**src/vid_config.svh**
```systemverilog
// video controller build constants
`ifndef VID_CONFIG_SVH
`define VID_CONFIG_SVH

// bus and memory widths
`define VID_DATA_W      16      // vram word, wishbone data
`define VID_VRAM_AW     12      // 4K words of vram
`define VID_PAL_AW      8       // 256 palette entries

// horizontal raster, in pixels
`define VID_H_VISIBLE   16
`define VID_H_TOTAL     24
`define VID_HSYNC_START 18
`define VID_HSYNC_END   21      // first pixel after hsync

// vertical raster, in lines
`define VID_V_VISIBLE   8
`define VID_V_TOTAL     12
`define VID_VSYNC_START 9
`define VID_VSYNC_END   10      // first line after vsync

`define VID_COLOR_W     4       // per rgb component
`define VID_INTR_W      4       // interrupt sources incl. unused

`endif

```
**src/vid_pkg.sv**
```systemverilog
// video controller shared types
`include "vid_config.svh"

package vid_pkg;

    // host register numbers on wb_adr_i
    typedef enum logic [2:0] {
        REG_VRAM_ADDR = 3'd0,
        REG_VRAM_DATA = 3'd1,   // vram at vram addr, auto-increment
        REG_XR_ADDR   = 3'd2,
        REG_XR_DATA   = 3'd3,   // xr reg or palette, auto-increment
        REG_INTR      = 3'd4    // mask and status
    } vid_reg_e;

    // video registers, XR address bit 15 clear
    typedef enum logic [0:0] {
        XR_DISP_START = 1'b0,   // first vram word of frame
        XR_LINE_INTR  = 1'b1    // line for the match interrupt
    } xr_reg_e;

    // host access sequencer
    typedef enum logic [1:0] {
        ST_IDLE,
        ST_VRAM_WAIT,           // host_req out, waiting for grant
        ST_VRAM_READ,           // vram read data on the bus
        ST_ACK
    } regs_state_e;

    typedef struct packed {
        logic [`VID_COLOR_W-1:0] red;
        logic [`VID_COLOR_W-1:0] green;
        logic [`VID_COLOR_W-1:0] blue;
    } rgb_t;

    typedef logic [`VID_INTR_W-1:0] intr_t;    // bit 0 vblank, bit 1 line match

endpackage

```
**src/vid_palette.sv**
```systemverilog
// palette lookup and output stage
`include "vid_config.svh"

module vid_palette
    import vid_pkg::*;
(
    input  logic                        clk,
    input  logic                        reset_i,
    input  logic                        pal_wr_i,
    input  logic [`VID_PAL_AW-1:0]      pal_addr_i,
    input  rgb_t                        pal_wdata_i,
    input  logic [`VID_PAL_AW-1:0]      color_index_i,
    input  logic                        hsync_i,
    input  logic                        vsync_i,
    input  logic                        de_i,
    output logic [`VID_COLOR_W-1:0]     red_o,
    output logic [`VID_COLOR_W-1:0]     green_o,
    output logic [`VID_COLOR_W-1:0]     blue_o,
    output logic                        hsync_o,
    output logic                        vsync_o,
    output logic                        dv_de_o
);

    rgb_t   pal_mem [1 << `VID_PAL_AW];
    rgb_t   lookup;         // one cycle behind color_index_i
    logic   hs_d;
    logic   vs_d;
    logic   de_d;

    always_ff @(posedge clk) begin
        if (pal_wr_i) begin
            pal_mem[pal_addr_i] <= pal_wdata_i;
        end
        lookup <= pal_mem[color_index_i];
    end

    // sync and de follow the lookup, colour blanked outside de
    always_ff @(posedge clk) begin
        if (reset_i) begin
            hs_d    <= 1'b0;
            vs_d    <= 1'b0;
            de_d    <= 1'b0;
            hsync_o <= 1'b0;
            vsync_o <= 1'b0;
            dv_de_o <= 1'b0;
            red_o   <= '0;
            green_o <= '0;
            blue_o  <= '0;
        end else begin
            hs_d    <= hsync_i;
            vs_d    <= vsync_i;
            de_d    <= de_i;
            hsync_o <= hs_d;
            vsync_o <= vs_d;
            dv_de_o <= de_d;
            red_o   <= de_d ? lookup.red   : '0;
            green_o <= de_d ? lookup.green : '0;
            blue_o  <= de_d ? lookup.blue  : '0;
        end
    end

endmodule

```
**config.mk**
```make
export PLATFORM = sky130hd
export DESIGN_NAME = vid_palette
export DESIGN_NICKNAME = d
export VERILOG_FILES = /design/src/vid_pkg.sv /design/src/vid_palette.sv
export VERILOG_INCLUDE_DIRS = /design/src
export SDC_FILE = /design/constraint.sdc
export NUM_CORES = 2
export LEC_CHECK = 0
export BUFFER_PORTS_ARGS = -buffer_cell sky130_fd_sc_hd__buf_2
export CORE_MARGIN = 2
export CORE_UTILIZATION = 29
export DETAILED_ROUTE_END_ITERATION = 7
export GPL_TIMING_DRIVEN = 1
export MAX_ROUTING_LAYER = met4
export PLACE_DENSITY = 0.44
export SLEW_MARGIN = 20
export SYNTH_ARGS = -nofsm -noshare
export SYNTH_HDL_FRONTEND = slang
export SYNTH_SLANG_ARGS = --single-unit
```
**constraint.sdc**
```tcl
create_clock -name clk -period 7.28 [get_ports clk]
set_clock_uncertainty 0.05 [all_clocks]
set_input_delay 2.184 -clock clk [delete_from_list [all_inputs] [get_ports clk]]
set_output_delay 2.184 -clock clk [all_outputs]
set_load 0.005 [all_outputs]
```
==> impl_summary.log <==
INFO  metric hpwl = approximately 220000 µm
INFO  metric report.final.slew_viol_count = 0
INFO  metric numCtsBuffers = 352
INFO  metric min_delay_path_depth = 1
INFO  metric grt_antenna_before_repair = 38
INFO  metric mappedNetlistNets = roughly 5600
INFO  metric wl = 356000 µm
INFO  metric initial_util = 0.291
INFO  metric setup_ws = just under 2 ns
INFO  metric grt.met1_usage = 0.238
INFO  metric finish.net_count = 6046
INFO  metric setup.worst_path.start_class = primary input
INFO  metric syn-cell-area = 0.119 mm²
INFO  metric detail_route.first_pass.iterations = 5
INFO  metric timing.hold.worst.class = reg -> reg
INFO  metric area_enclosed_by_the_die_boundary = 0.415 mm²
INFO  metric cts_max_path_buffers = 4
INFO  metric rd_place_congestion = a little over 0.8
INFO  metric placement.io_buffers = 48
INFO  metric yosys_register_bits = 3102
INFO  metric synth_seq_area_share = 0.781
INFO  metric die_width = between 600 and 700 µm
INFO  metric post_cts.repair.setup_buffers = 0
INFO  metric final.setup.tns = 0 ns
INFO  metric grt_max_degree = approximately 200
INFO  metric clock_network_latency_to_the_later_pin_of_the_worst_skew_pair = about 0.95 ns
INFO  metric reg2regPathDepth = 6
INFO  metric antenna_left = 0
INFO  metric synth_enable_flop_cells = roughly 3000
INFO  metric period_share = 0.728
INFO  metric cts_hold_buf = 0
INFO  metric power.density_cell_area = 281 mW/mm²
INFO  metric layout_common_cells = edfxtp_1 (3072), mux4_2 (647), buf_4 (382), clkbuf_16 (358), nor2_1 (286)
INFO  metric synth.yosys.warnings = 0
INFO  metric final-setup-viol-count = 0
INFO  metric vdd_drop_max = 166 µV
INFO  metric ports_placed_on_the_boundary = 49
INFO  metric rsz_0062_raised_after_global_routing = no
INFO  metric maxCapViolations = 0
INFO  metric critPathMaxFanout = 37
INFO  metric core-area = 0.409 mm²
INFO  metric layout.cells.most_common = edfxtp_1
INFO  metric grt_first_pass_wirelength = between 400000 and 500000 µm
INFO  metric resized_cells_post_cts = 0
INFO  metric grt.busiest_layer = met2
INFO  metric dp_cells = between 10000 and 15000
INFO  metric data_arrival_at_the_endpoint_of_the_critical_path = approximately 6.1 ns
INFO  metric synth_top_flop_cell = edfxtp_1
INFO  metric clock.fmax = 0.189 GHz
INFO  metric grt_remaining_overflow = 0
INFO  metric cts_tree = done
INFO  metric via_per_inst = ~5
INFO  metric total_leakage_power = between 40 and 50 nW
INFO  metric first_global_vias = 59786
INFO  metric preCtsSetupSlack = about 0.93 ns
INFO  metric grt.met3_usage = 0.0229
INFO  metric number_of_cells_in_the_finished_layout_apart_from_fillers = roughly 12000
INFO  metric synthesis.area_per_instance = roughly 21 µm²
INFO  metric result_of_the_run = complete, no violations
INFO  metric synthesis.instances = ~5500
INFO  metric clkTransAtPathRegs = 0.06 ns
INFO  metric crit_type = in -> reg
INFO  metric max_slew.worst_pin.slew = about 1.2 ns
INFO  metric cts-htree-levels = 5
INFO  metric syn2layout_area_growth = 17.0%
INFO  metric async_flop_share = 0
INFO  metric cts-root-buf = clkbuf_16
INFO  metric finalHoldWorstSlack = between 0.4 and 0.5 ns
INFO  metric worst_setup_path_end_kind = flop
INFO  metric drt_first_iter_violations = roughly 6300
INFO  metric regArea = ~0.093 mm²
INFO  metric crit_required = slightly above 8 ns
INFO  metric num_vias = approximately 60000
INFO  metric groute.usage.overall = 0.173
INFO  metric wire_per_inst = just over 30 µm
INFO  metric finalInstanceArea = between 0.1 and 0.15 mm²
INFO  metric synthDistinctLibCells = 51
INFO  metric finalCriticalPeriod = 5.30 ns
INFO  metric hold_viol_final = 0
INFO  metric area_occupied_by_multi_input_gates = 0.0242 mm²
INFO  metric maxSlewHeadroom = 0.163
INFO  metric n_fill_cell = 38191
INFO  metric grt_use_met2 = 0.273
INFO  metric final_layout_size_suffix_gt1_frac = 0.267
INFO  metric dpl-instance-area = 0.128 mm²
INFO  metric number_of_clock_sinks = between 3000 and 4000
INFO  metric post-route-drc-count = 0
INFO  metric row_count = roughly 240
INFO  metric die_height = between 600 and 700 µm
[path summary, 6_finish.rpt]
check                   startpoint  slack (ns)         to
setup / recovery  color_index_i[1]        1.98  lookup[3]
hold / removal                hs_d        0.40    hsync_o
setup reg to reg   pal_mem[140][3]        4.14  lookup[3]
hold reg to reg               hs_d        0.40    hsync_o
[cell type report]
| type | count | area share |
|---|---|---|
| sequential | 3102 | 0.667 |
| multi-input combinational | 2093 | 0.174 |
| clock buffer | 439 | 0.0669 |
| tap | 5451 | 0.0490 |
| timing repair buffer | 461 | 0.0282 |
| clock inverter | 198 | 0.0140 |
| antenna | 21 | 0.000378 |
| inverter | 2 | 0.0000540 |
[state kept, by name, indices dropped and copies added, names as in the netlist]
register / cells
de_d: 1
blue_o: 4
hs_d: 1
pal_mem: 3072
hsync_o: 1
dv_de_o: 1
red_o: 4
vsync_o: 1
lookup: 12
green_o: 4
vs_d: 1
[Yosys cell counts, drive strengths merged (2+ instances only)]
cell	number	area, µm²
edfxtp	3072	92200
mux4	647	14600
nor2	315	1180
a22oi	237	1780
mux2i	208	2080
buf	187	1500
clkbuf	150	563
a21oi	132	661
o22ai	71	444
o221ai	50	438
o21ai	46	230
nand2	42	158
nand3	41	205
nor4	41	257
nor2b	37	231
mux2	32	360
dfxtp	30	601
nor3	26	130
a211oi	25	188
a31oi	18	113
a221oi	17	149
and2	17	106
nand2b	16	100
nand4	12	75.1
o31ai	11	82.6
o31a	9	78.8
a22o	8	70.1
a32oi	5	43.8
and3b	4	35.0
or2	4	25.0
nand3b	3	22.5
o211ai	3	22.5
o21a	3	22.5
and3	2	12.5
inv	2	7.51
nor3b	2	20.0
o41a	2	22.5
[cell families after synthesis]
| logic type | after synthesis | synth area share |
|---|---|---|
| muxes | 887 | 0.143 |
| AOI/OAI and AO/OA | 640 | 0.0368 |
| DFF | 3102 | 0.781 |
| buffers and inverters | 339 | 0.0174 |
| and+or+nand+nor | 566 | 0.0218 |
[critical path, stage by stage]
cell and delay, ns:
buf_8 0.43, buf_4 0.35, buf_4 0.46, mux4_2 0.39, a22oi_1 0.50, a21oi_1 0.25, nor4_1 1.07, buf_4 0.25
nor4_1 0.05
[routing by layer]
layer  vias up  part of all wire
li1      24361                 -
met1     32241              0.44
met2      1832              0.48
met3       432             0.054
met4         0             0.022
met5         -                 0
[power breakdown]
part           internal [mW]  switching, mW
combinational          0.593           1.29
sequential              19.7         0.0352
clock                   10.2           7.23
total                   30.5           8.55
[through the flow]
stage | utilization | total power [mW]
detailed placement | 0.312 | 22.0
floorplan | - | 21.0
finish | 0.340 | 39.1
global route | 0.340 | 40.2
CTS | 0.340 | 39.5
global placement | 0.312 | 22.0
Power figures use the tool's default switching activity.
