$ cat src/vid_config.svh
// video controller build constants
`ifndef VID_CONFIG_SVH
`define VID_CONFIG_SVH

// bus and memory widths
`define VID_DATA_W      16      // vram word, wishbone data
`define VID_VRAM_AW     12      // 4K words of vram
`define VID_PAL_AW      8       // 256 palette entries

// horizontal raster, in pixels
`define VID_H_VISIBLE   16
`define VID_H_TOTAL     24
`define VID_HSYNC_START 18
`define VID_HSYNC_END   21      // first pixel after hsync

// vertical raster, in lines
`define VID_V_VISIBLE   8
`define VID_V_TOTAL     12
`define VID_VSYNC_START 9
`define VID_VSYNC_END   10      // first line after vsync

`define VID_COLOR_W     4       // per rgb component
`define VID_INTR_W      4       // interrupt sources incl. unused

`endif

$ cat src/vid_pkg.sv
// video controller shared types
`include "vid_config.svh"

package vid_pkg;

    // host register numbers on wb_adr_i
    typedef enum logic [2:0] {
        REG_VRAM_ADDR = 3'd0,
        REG_VRAM_DATA = 3'd1,   // vram at vram addr, auto-increment
        REG_XR_ADDR   = 3'd2,
        REG_XR_DATA   = 3'd3,   // xr reg or palette, auto-increment
        REG_INTR      = 3'd4    // mask and status
    } vid_reg_e;

    // video registers, XR address bit 15 clear
    typedef enum logic [0:0] {
        XR_DISP_START = 1'b0,   // first vram word of frame
        XR_LINE_INTR  = 1'b1    // line for the match interrupt
    } xr_reg_e;

    // host access sequencer
    typedef enum logic [1:0] {
        ST_IDLE,
        ST_VRAM_WAIT,           // host_req out, waiting for grant
        ST_VRAM_READ,           // vram read data on the bus
        ST_ACK
    } regs_state_e;

    typedef struct packed {
        logic [`VID_COLOR_W-1:0] red;
        logic [`VID_COLOR_W-1:0] green;
        logic [`VID_COLOR_W-1:0] blue;
    } rgb_t;

    typedef logic [`VID_INTR_W-1:0] intr_t;    // bit 0 vblank, bit 1 line match

endpackage

$ cat src/vid_regs.sv
// host register unit
`include "vid_config.svh"

module vid_regs
    import vid_pkg::*;
(
    input  logic                        clk,
    input  logic                        reset_i,
    input  logic                        wb_cyc_i,
    input  logic                        wb_stb_i,
    input  logic                        wb_we_i,
    input  logic [2:0]                  wb_adr_i,
    input  logic [`VID_DATA_W/8-1:0]    wb_sel_i,
    input  logic [`VID_DATA_W-1:0]      wb_dat_i,
    output logic [`VID_DATA_W-1:0]      wb_dat_o,
    output logic                        wb_ack_o,
    input  logic                        host_grant_i,
    input  logic [`VID_DATA_W-1:0]      vram_rdata_i,   // valid cycle after grant
    input  logic [`VID_DATA_W-1:0]      xr_rdata_i,
    input  intr_t                       intr_signal_i,
    output logic                        host_req_o,
    output logic                        host_we_o,
    output logic [`VID_DATA_W/8-1:0]    host_be_o,
    output logic [`VID_VRAM_AW-1:0]     host_addr_o,
    output logic [`VID_DATA_W-1:0]      host_wdata_o,
    output logic                        xr_wr_o,
    output logic                        xr_addr_o,
    output logic [`VID_DATA_W-1:0]      xr_wdata_o,
    output logic                        pal_wr_o,
    output logic [`VID_PAL_AW-1:0]      pal_addr_o,
    output rgb_t                        pal_wdata_o,
    output logic                        bus_intr_o
);

    localparam int DW = `VID_DATA_W;
    localparam int IW = `VID_INTR_W;

    regs_state_e                state;
    vid_reg_e                   reg_num;
    logic                       start;          // new transfer, not during ack
    logic                       xr_access;
    logic [`VID_VRAM_AW-1:0]    vram_addr;
    logic [DW-1:0]              xr_addr;        // bit 15 selects palette
    intr_t                      intr_mask;
    intr_t                      intr_status;    // sticky until cleared
    intr_t                      intr_clear;
    logic [DW-1:0]              rd_mux;

    assign reg_num   = vid_reg_e'(wb_adr_i);
    assign start     = wb_cyc_i && wb_stb_i && !wb_ack_o;
    assign xr_access = (state == ST_ACK) && (reg_num == REG_XR_DATA);

    // vram request, master holds its signals till ack
    assign host_req_o   = (state == ST_VRAM_WAIT);
    assign host_we_o    = wb_we_i;
    assign host_be_o    = wb_sel_i;
    assign host_addr_o  = vram_addr;
    assign host_wdata_o = wb_dat_i;

    // xr writes split on address bit 15
    assign xr_wr_o     = xr_access && wb_we_i && !xr_addr[DW-1];
    assign xr_addr_o   = xr_addr[0];
    assign xr_wdata_o  = wb_dat_i;
    assign pal_wr_o    = xr_access && wb_we_i && xr_addr[DW-1];
    assign pal_addr_o  = xr_addr[`VID_PAL_AW-1:0];
    assign pal_wdata_o = rgb_t'(wb_dat_i[3*`VID_COLOR_W-1:0]);   // 0x0RGB

    // ones in bits 11:8 clear status
    assign intr_clear = ((state == ST_ACK) && wb_we_i && (reg_num == REG_INTR)) ?
                        wb_dat_i[8 +: IW] : '0;

    always_comb begin
        rd_mux = '0;
        case (reg_num)
            REG_VRAM_ADDR: rd_mux = DW'(vram_addr);
            REG_XR_ADDR:   rd_mux = xr_addr;
            REG_XR_DATA:   rd_mux = xr_addr[DW-1] ? '0 : xr_rdata_i;    // palette reads 0
            REG_INTR: begin
                rd_mux[IW-1:0]  = intr_status;
                rd_mux[8 +: IW] = intr_mask;
            end
            default:       rd_mux = '0;
        endcase
    end

    // transfer sequencer
    always_ff @(posedge clk) begin
        if (reset_i) begin
            state     <= ST_IDLE;
            wb_ack_o  <= 1'b0;
            vram_addr <= '0;
            xr_addr   <= '0;
            intr_mask <= '0;
        end else begin
            wb_ack_o <= 1'b0;                       // single cycle ack
            case (state)
                ST_IDLE: begin
                    if (start) begin
                        state <= (reg_num == REG_VRAM_DATA) ? ST_VRAM_WAIT : ST_ACK;
                    end
                end
                ST_VRAM_WAIT: begin
                    if (host_grant_i) begin         // at most 2 cycles behind video
                        vram_addr <= vram_addr + 1'b1;
                        state     <= wb_we_i ? ST_ACK : ST_VRAM_READ;
                    end
                end
                ST_VRAM_READ: state <= ST_ACK;
                ST_ACK: begin
                    wb_ack_o <= 1'b1;
                    state    <= ST_IDLE;
                    if (wb_we_i) begin
                        case (reg_num)
                            REG_VRAM_ADDR: vram_addr <= wb_dat_i[`VID_VRAM_AW-1:0];
                            REG_XR_ADDR:   xr_addr   <= wb_dat_i;
                            REG_INTR:      intr_mask <= wb_dat_i[IW-1:0];
                            default:       ;
                        endcase
                    end
                    if (reg_num == REG_XR_DATA) begin
                        xr_addr <= xr_addr + 1'b1;
                    end
                end
                default: state <= ST_IDLE;
            endcase
        end
    end

    // read data, valid with ack
    always_ff @(posedge clk) begin
        if (state == ST_VRAM_READ) begin
            wb_dat_o <= vram_rdata_i;
        end else if ((state == ST_ACK) && (reg_num != REG_VRAM_DATA)) begin
            wb_dat_o <= rd_mux;
        end
    end

    // interrupt unit
    always_ff @(posedge clk) begin
        if (reset_i) begin
            intr_status <= '0;
            bus_intr_o  <= 1'b0;
        end else begin
            bus_intr_o  <= |(intr_signal_i & intr_mask & ~intr_status);  // new, unmasked
            intr_status <= (intr_status | intr_signal_i) & ~intr_clear;
        end
    end

endmodule

$ cat config.mk
export PLATFORM = sky130hd
export DESIGN_NAME = vid_regs
export DESIGN_NICKNAME = d
export VERILOG_FILES = /design/src/vid_pkg.sv /design/src/vid_regs.sv
export VERILOG_INCLUDE_DIRS = /design/src
export SDC_FILE = /design/constraint.sdc
export NUM_CORES = 1
export LEC_CHECK = 0
export ABC_CLOCK_PERIOD_IN_PS = 4600
export BUFFER_PORTS_ARGS = -buffer_cell sky130_fd_sc_hd__buf_2
export CAP_MARGIN = 20
export CORE_ASPECT_RATIO = 1.25
export CORE_MARGIN = 2
export CORE_UTILIZATION = 45
export DETAILED_ROUTE_END_ITERATION = 6
export PLACE_DENSITY = 0.75
export SYNTH_ARGS = -nofsm -noshare
export SYNTH_HDL_FRONTEND = slang
export SYNTH_SLANG_ARGS = --single-unit
$ cat constraint.sdc
create_clock -name clk -period 4.6 [get_ports clk]
set_clock_uncertainty 0.2 [all_clocks]
set_input_delay 0.92 -clock clk [delete_from_list [all_inputs] [get_ports clk]]
set_output_delay 0.92 -clock clk [all_outputs]
set_load 0.02 [all_outputs]
==> metrics.txt <==
Remaining Overflow, GRT 0; cells after synthesis 466; Post-synth top flop dfxtp_1; hold path endpoint xr_addr[10]; CP endpoint kind output pin; cell taking the most area after synthesis dfxtp_1; hold path start xr_addr[10]; CTS sink count 56; post-layout minimum cycle time 3.43 ns; Nets 606; DR pass1 iterations 5; Vias/cell 6.01; CP max stage cell buf_2; PnR worst setup slack 1.17 ns; Max VDD drop 0.000158 V; first-pass GRT wire length 17.7 mm; Syn Area/Cell 8.30 um2; IO Count 152; Final setup viols 0; dpl hpwl 8.35 mm; r2r setup slk 2.06 ns; crit path from wb_adr_i[0]; register area share after synthesis 33.1%; Routed wire per std cell 17.9 um; largest cells by area after synthesis dfxtp_1 (21%), edfxtp_1 (12%), buf_4 (11%); WHS Path Cells 2; yosys warns 0; CP most frequent cell buf_2; ANT cells 0; delay-heaviest family, CP buffers and inverters; Initial Utilization 46.7%; Synth cell types 60; total track usage 23.7%; reg2reg start state[0]; count of final hold-check violations 0; GP Congestion 0.914; vias in the first global route 3,460; total setup buffers inserted after CTS 0; Post-CTS Resized 0; drt drc 0; Die ar. 9360 um2; Num CTS Buffers 5; Setup WS pre-CTS 1.21 ns; I/O Buffers 147; DP Cell Count 626; Pwr per Cell Area 379 nW/um2; Max Slew Vio Count 0; post-synth top area share 20.7%; Fmax achieved 291 MHz; CP Buf/Inv Count 3; Clk pin slew, worst setup/hold paths 0.10 ns; Routed WL 11.4 mm; Root Buffer clkbuf_8; layout cells sized above 1 32.8%; TNS Setup 0 ns; RSZ-0062 raised after global routing no; DIE WIDTH 86.9 um; Critical Path AT 2.31 ns; largest net degree at the start of global routing 34; startpoint types input pin; clock buffer depth 2; CTS tree built; crit-path cells buf_2 -> nand3b_4 -> nor2_2 -> buf_4 -> and3_1 -> buf_2; R2R Path End xr_addr[15]; commonest non-fill, non-tap cell in the layout buf_2; Post-CTS Hold Buffers 0; initial antenna violation count 0; Detailed Route Iter0 Violations 378; Max Cap Violations 0; Max-Slew Margin vs Limit 30.5%; non-filler cells in the finished layout 633; Die Y 108 um; FF+latch count, synth 56; Setup Crit Path Kind input pin to output pin; worst-path maximum fanout 26; status finished, final reports clean; Layout Area Growth over Synthesis 10.1%; clock latency on the worst-skew pair 0.31 ns; Syn Std Cell Area 3870 um2; core area 8290 um2; Slew @ Worst Pin 1.04 ns; EDFF count, synth 16; Crit path largest cell delay 0.41 ns; total nets after synthesis 536; Rows 37; # H-tree levels 2; fin crit share 74.6%; worst reg-to-reg path cell count 6; Design Power 1.61 mW; most frequent cells in the layout buf_2 (147), nand2_1 (54), dfxtp_1 (40); worst hold path class flop to flop; Async S/R FF share, synth 0%; Leakage 1.78 nW; critical path required time 3.48 ns; Routed Antenna Nets 0; routed vias 3,802
## worst min-delay path: cells and delay by family, from the launching register on
kind,cells,cell delay [ns]
and+or+nand+nor,1,0.07
DFF,1,0.35
AOI/OAI and AO/OA,1,0.06
## worst max-delay path by stage
stage,end,slack (ns),cells past startpoint
floorplan,xr_wr_o,1.59,5
global placement,xr_wr_o,1.25,6
detailed placement,xr_wr_o,1.21,6
CTS,xr_wr_o,1.21,6
global route,xr_wr_o,1.03,6
finish,xr_wr_o,1.17,6
## Yosys cell counts (all sizes together) (3+ instances only)
master	count
a311oi	3
nand2	54
a22oi	7
mux2i	15
dfxtp	40
o21ai	29
nor3	3
o221a	6
and4	4
mux2	6
buf	72
nor2	39
o31ai	4
nand3b	5
and3	6
a21oi	37
nand3	13
a21o	3
edfxtp	16
o221ai	10
and2	6
inv	7
nor4	3
ha	7
clkbuf	14
nand4	6
a31oi	7
a211oi	10
## power by group
part	switching [mW]	internal, mW
Combinational	0.441	0.222
Clock	0.163	0.104
Sequential	0.0586	0.626
## registers in the layout, indices dropped and copies added, names as in the netlist
name / flops
intr_status: 4
wb_ack_o: 1
wb_dat_o: 16
state: 2
host_addr_o: 12
intr_mask: 4
bus_intr_o: 1
xr_addr: 16
## layout make-up
class	count	area, um2
fillers	832	4030
multi-input cells	317	2000
flip-flops and latches	56	1280
repair buffers	149	751
well taps	97	121
clock buffers	5	68.8
inverters	7	26.3
clock inverters	2	12.5
## layer usage
layer / track usage, % / routed length (um) / vias to the layer above
li1: - / - / 1793
met1: 30.5 / 4460 / 1752
met5: 0 / 0 / -
met4: 7.81 / 278 / 0
met3: 3.99 / 1020 / 35
met2: 39.9 / 5600 / 222
## through the flow
stage | utilization [%] | hold WS, ns | area [um2]
6_report | 51.4 | 0.324 | 4260
3_5_place_dp | 50.4 | 0.304 | 4180
5_1_grt | 51.4 | 0.353 | 4260
3_3_place_gp | 50.4 | 0.291 | 4180
2_1_floorplan | - | 0.275 | 3870
4_1_cts | 51.4 | 0.318 | 4260
## kinds of logic (layout without fill, tap and decap cells)
logic type | count (synthesis) | in the layout | share of synthesized area (%)
simple gates | 153 | 153 | 20.3
compound gates | 136 | 136 | 23.4
buf+inv | 93 | 163 | 15.3
flops | 56 | 56 | 33.1
mux | 21 | 21 | 5.63
fa+ha+maj | 7 | 7 | 2.26
(Power assumes the default switching activity.)
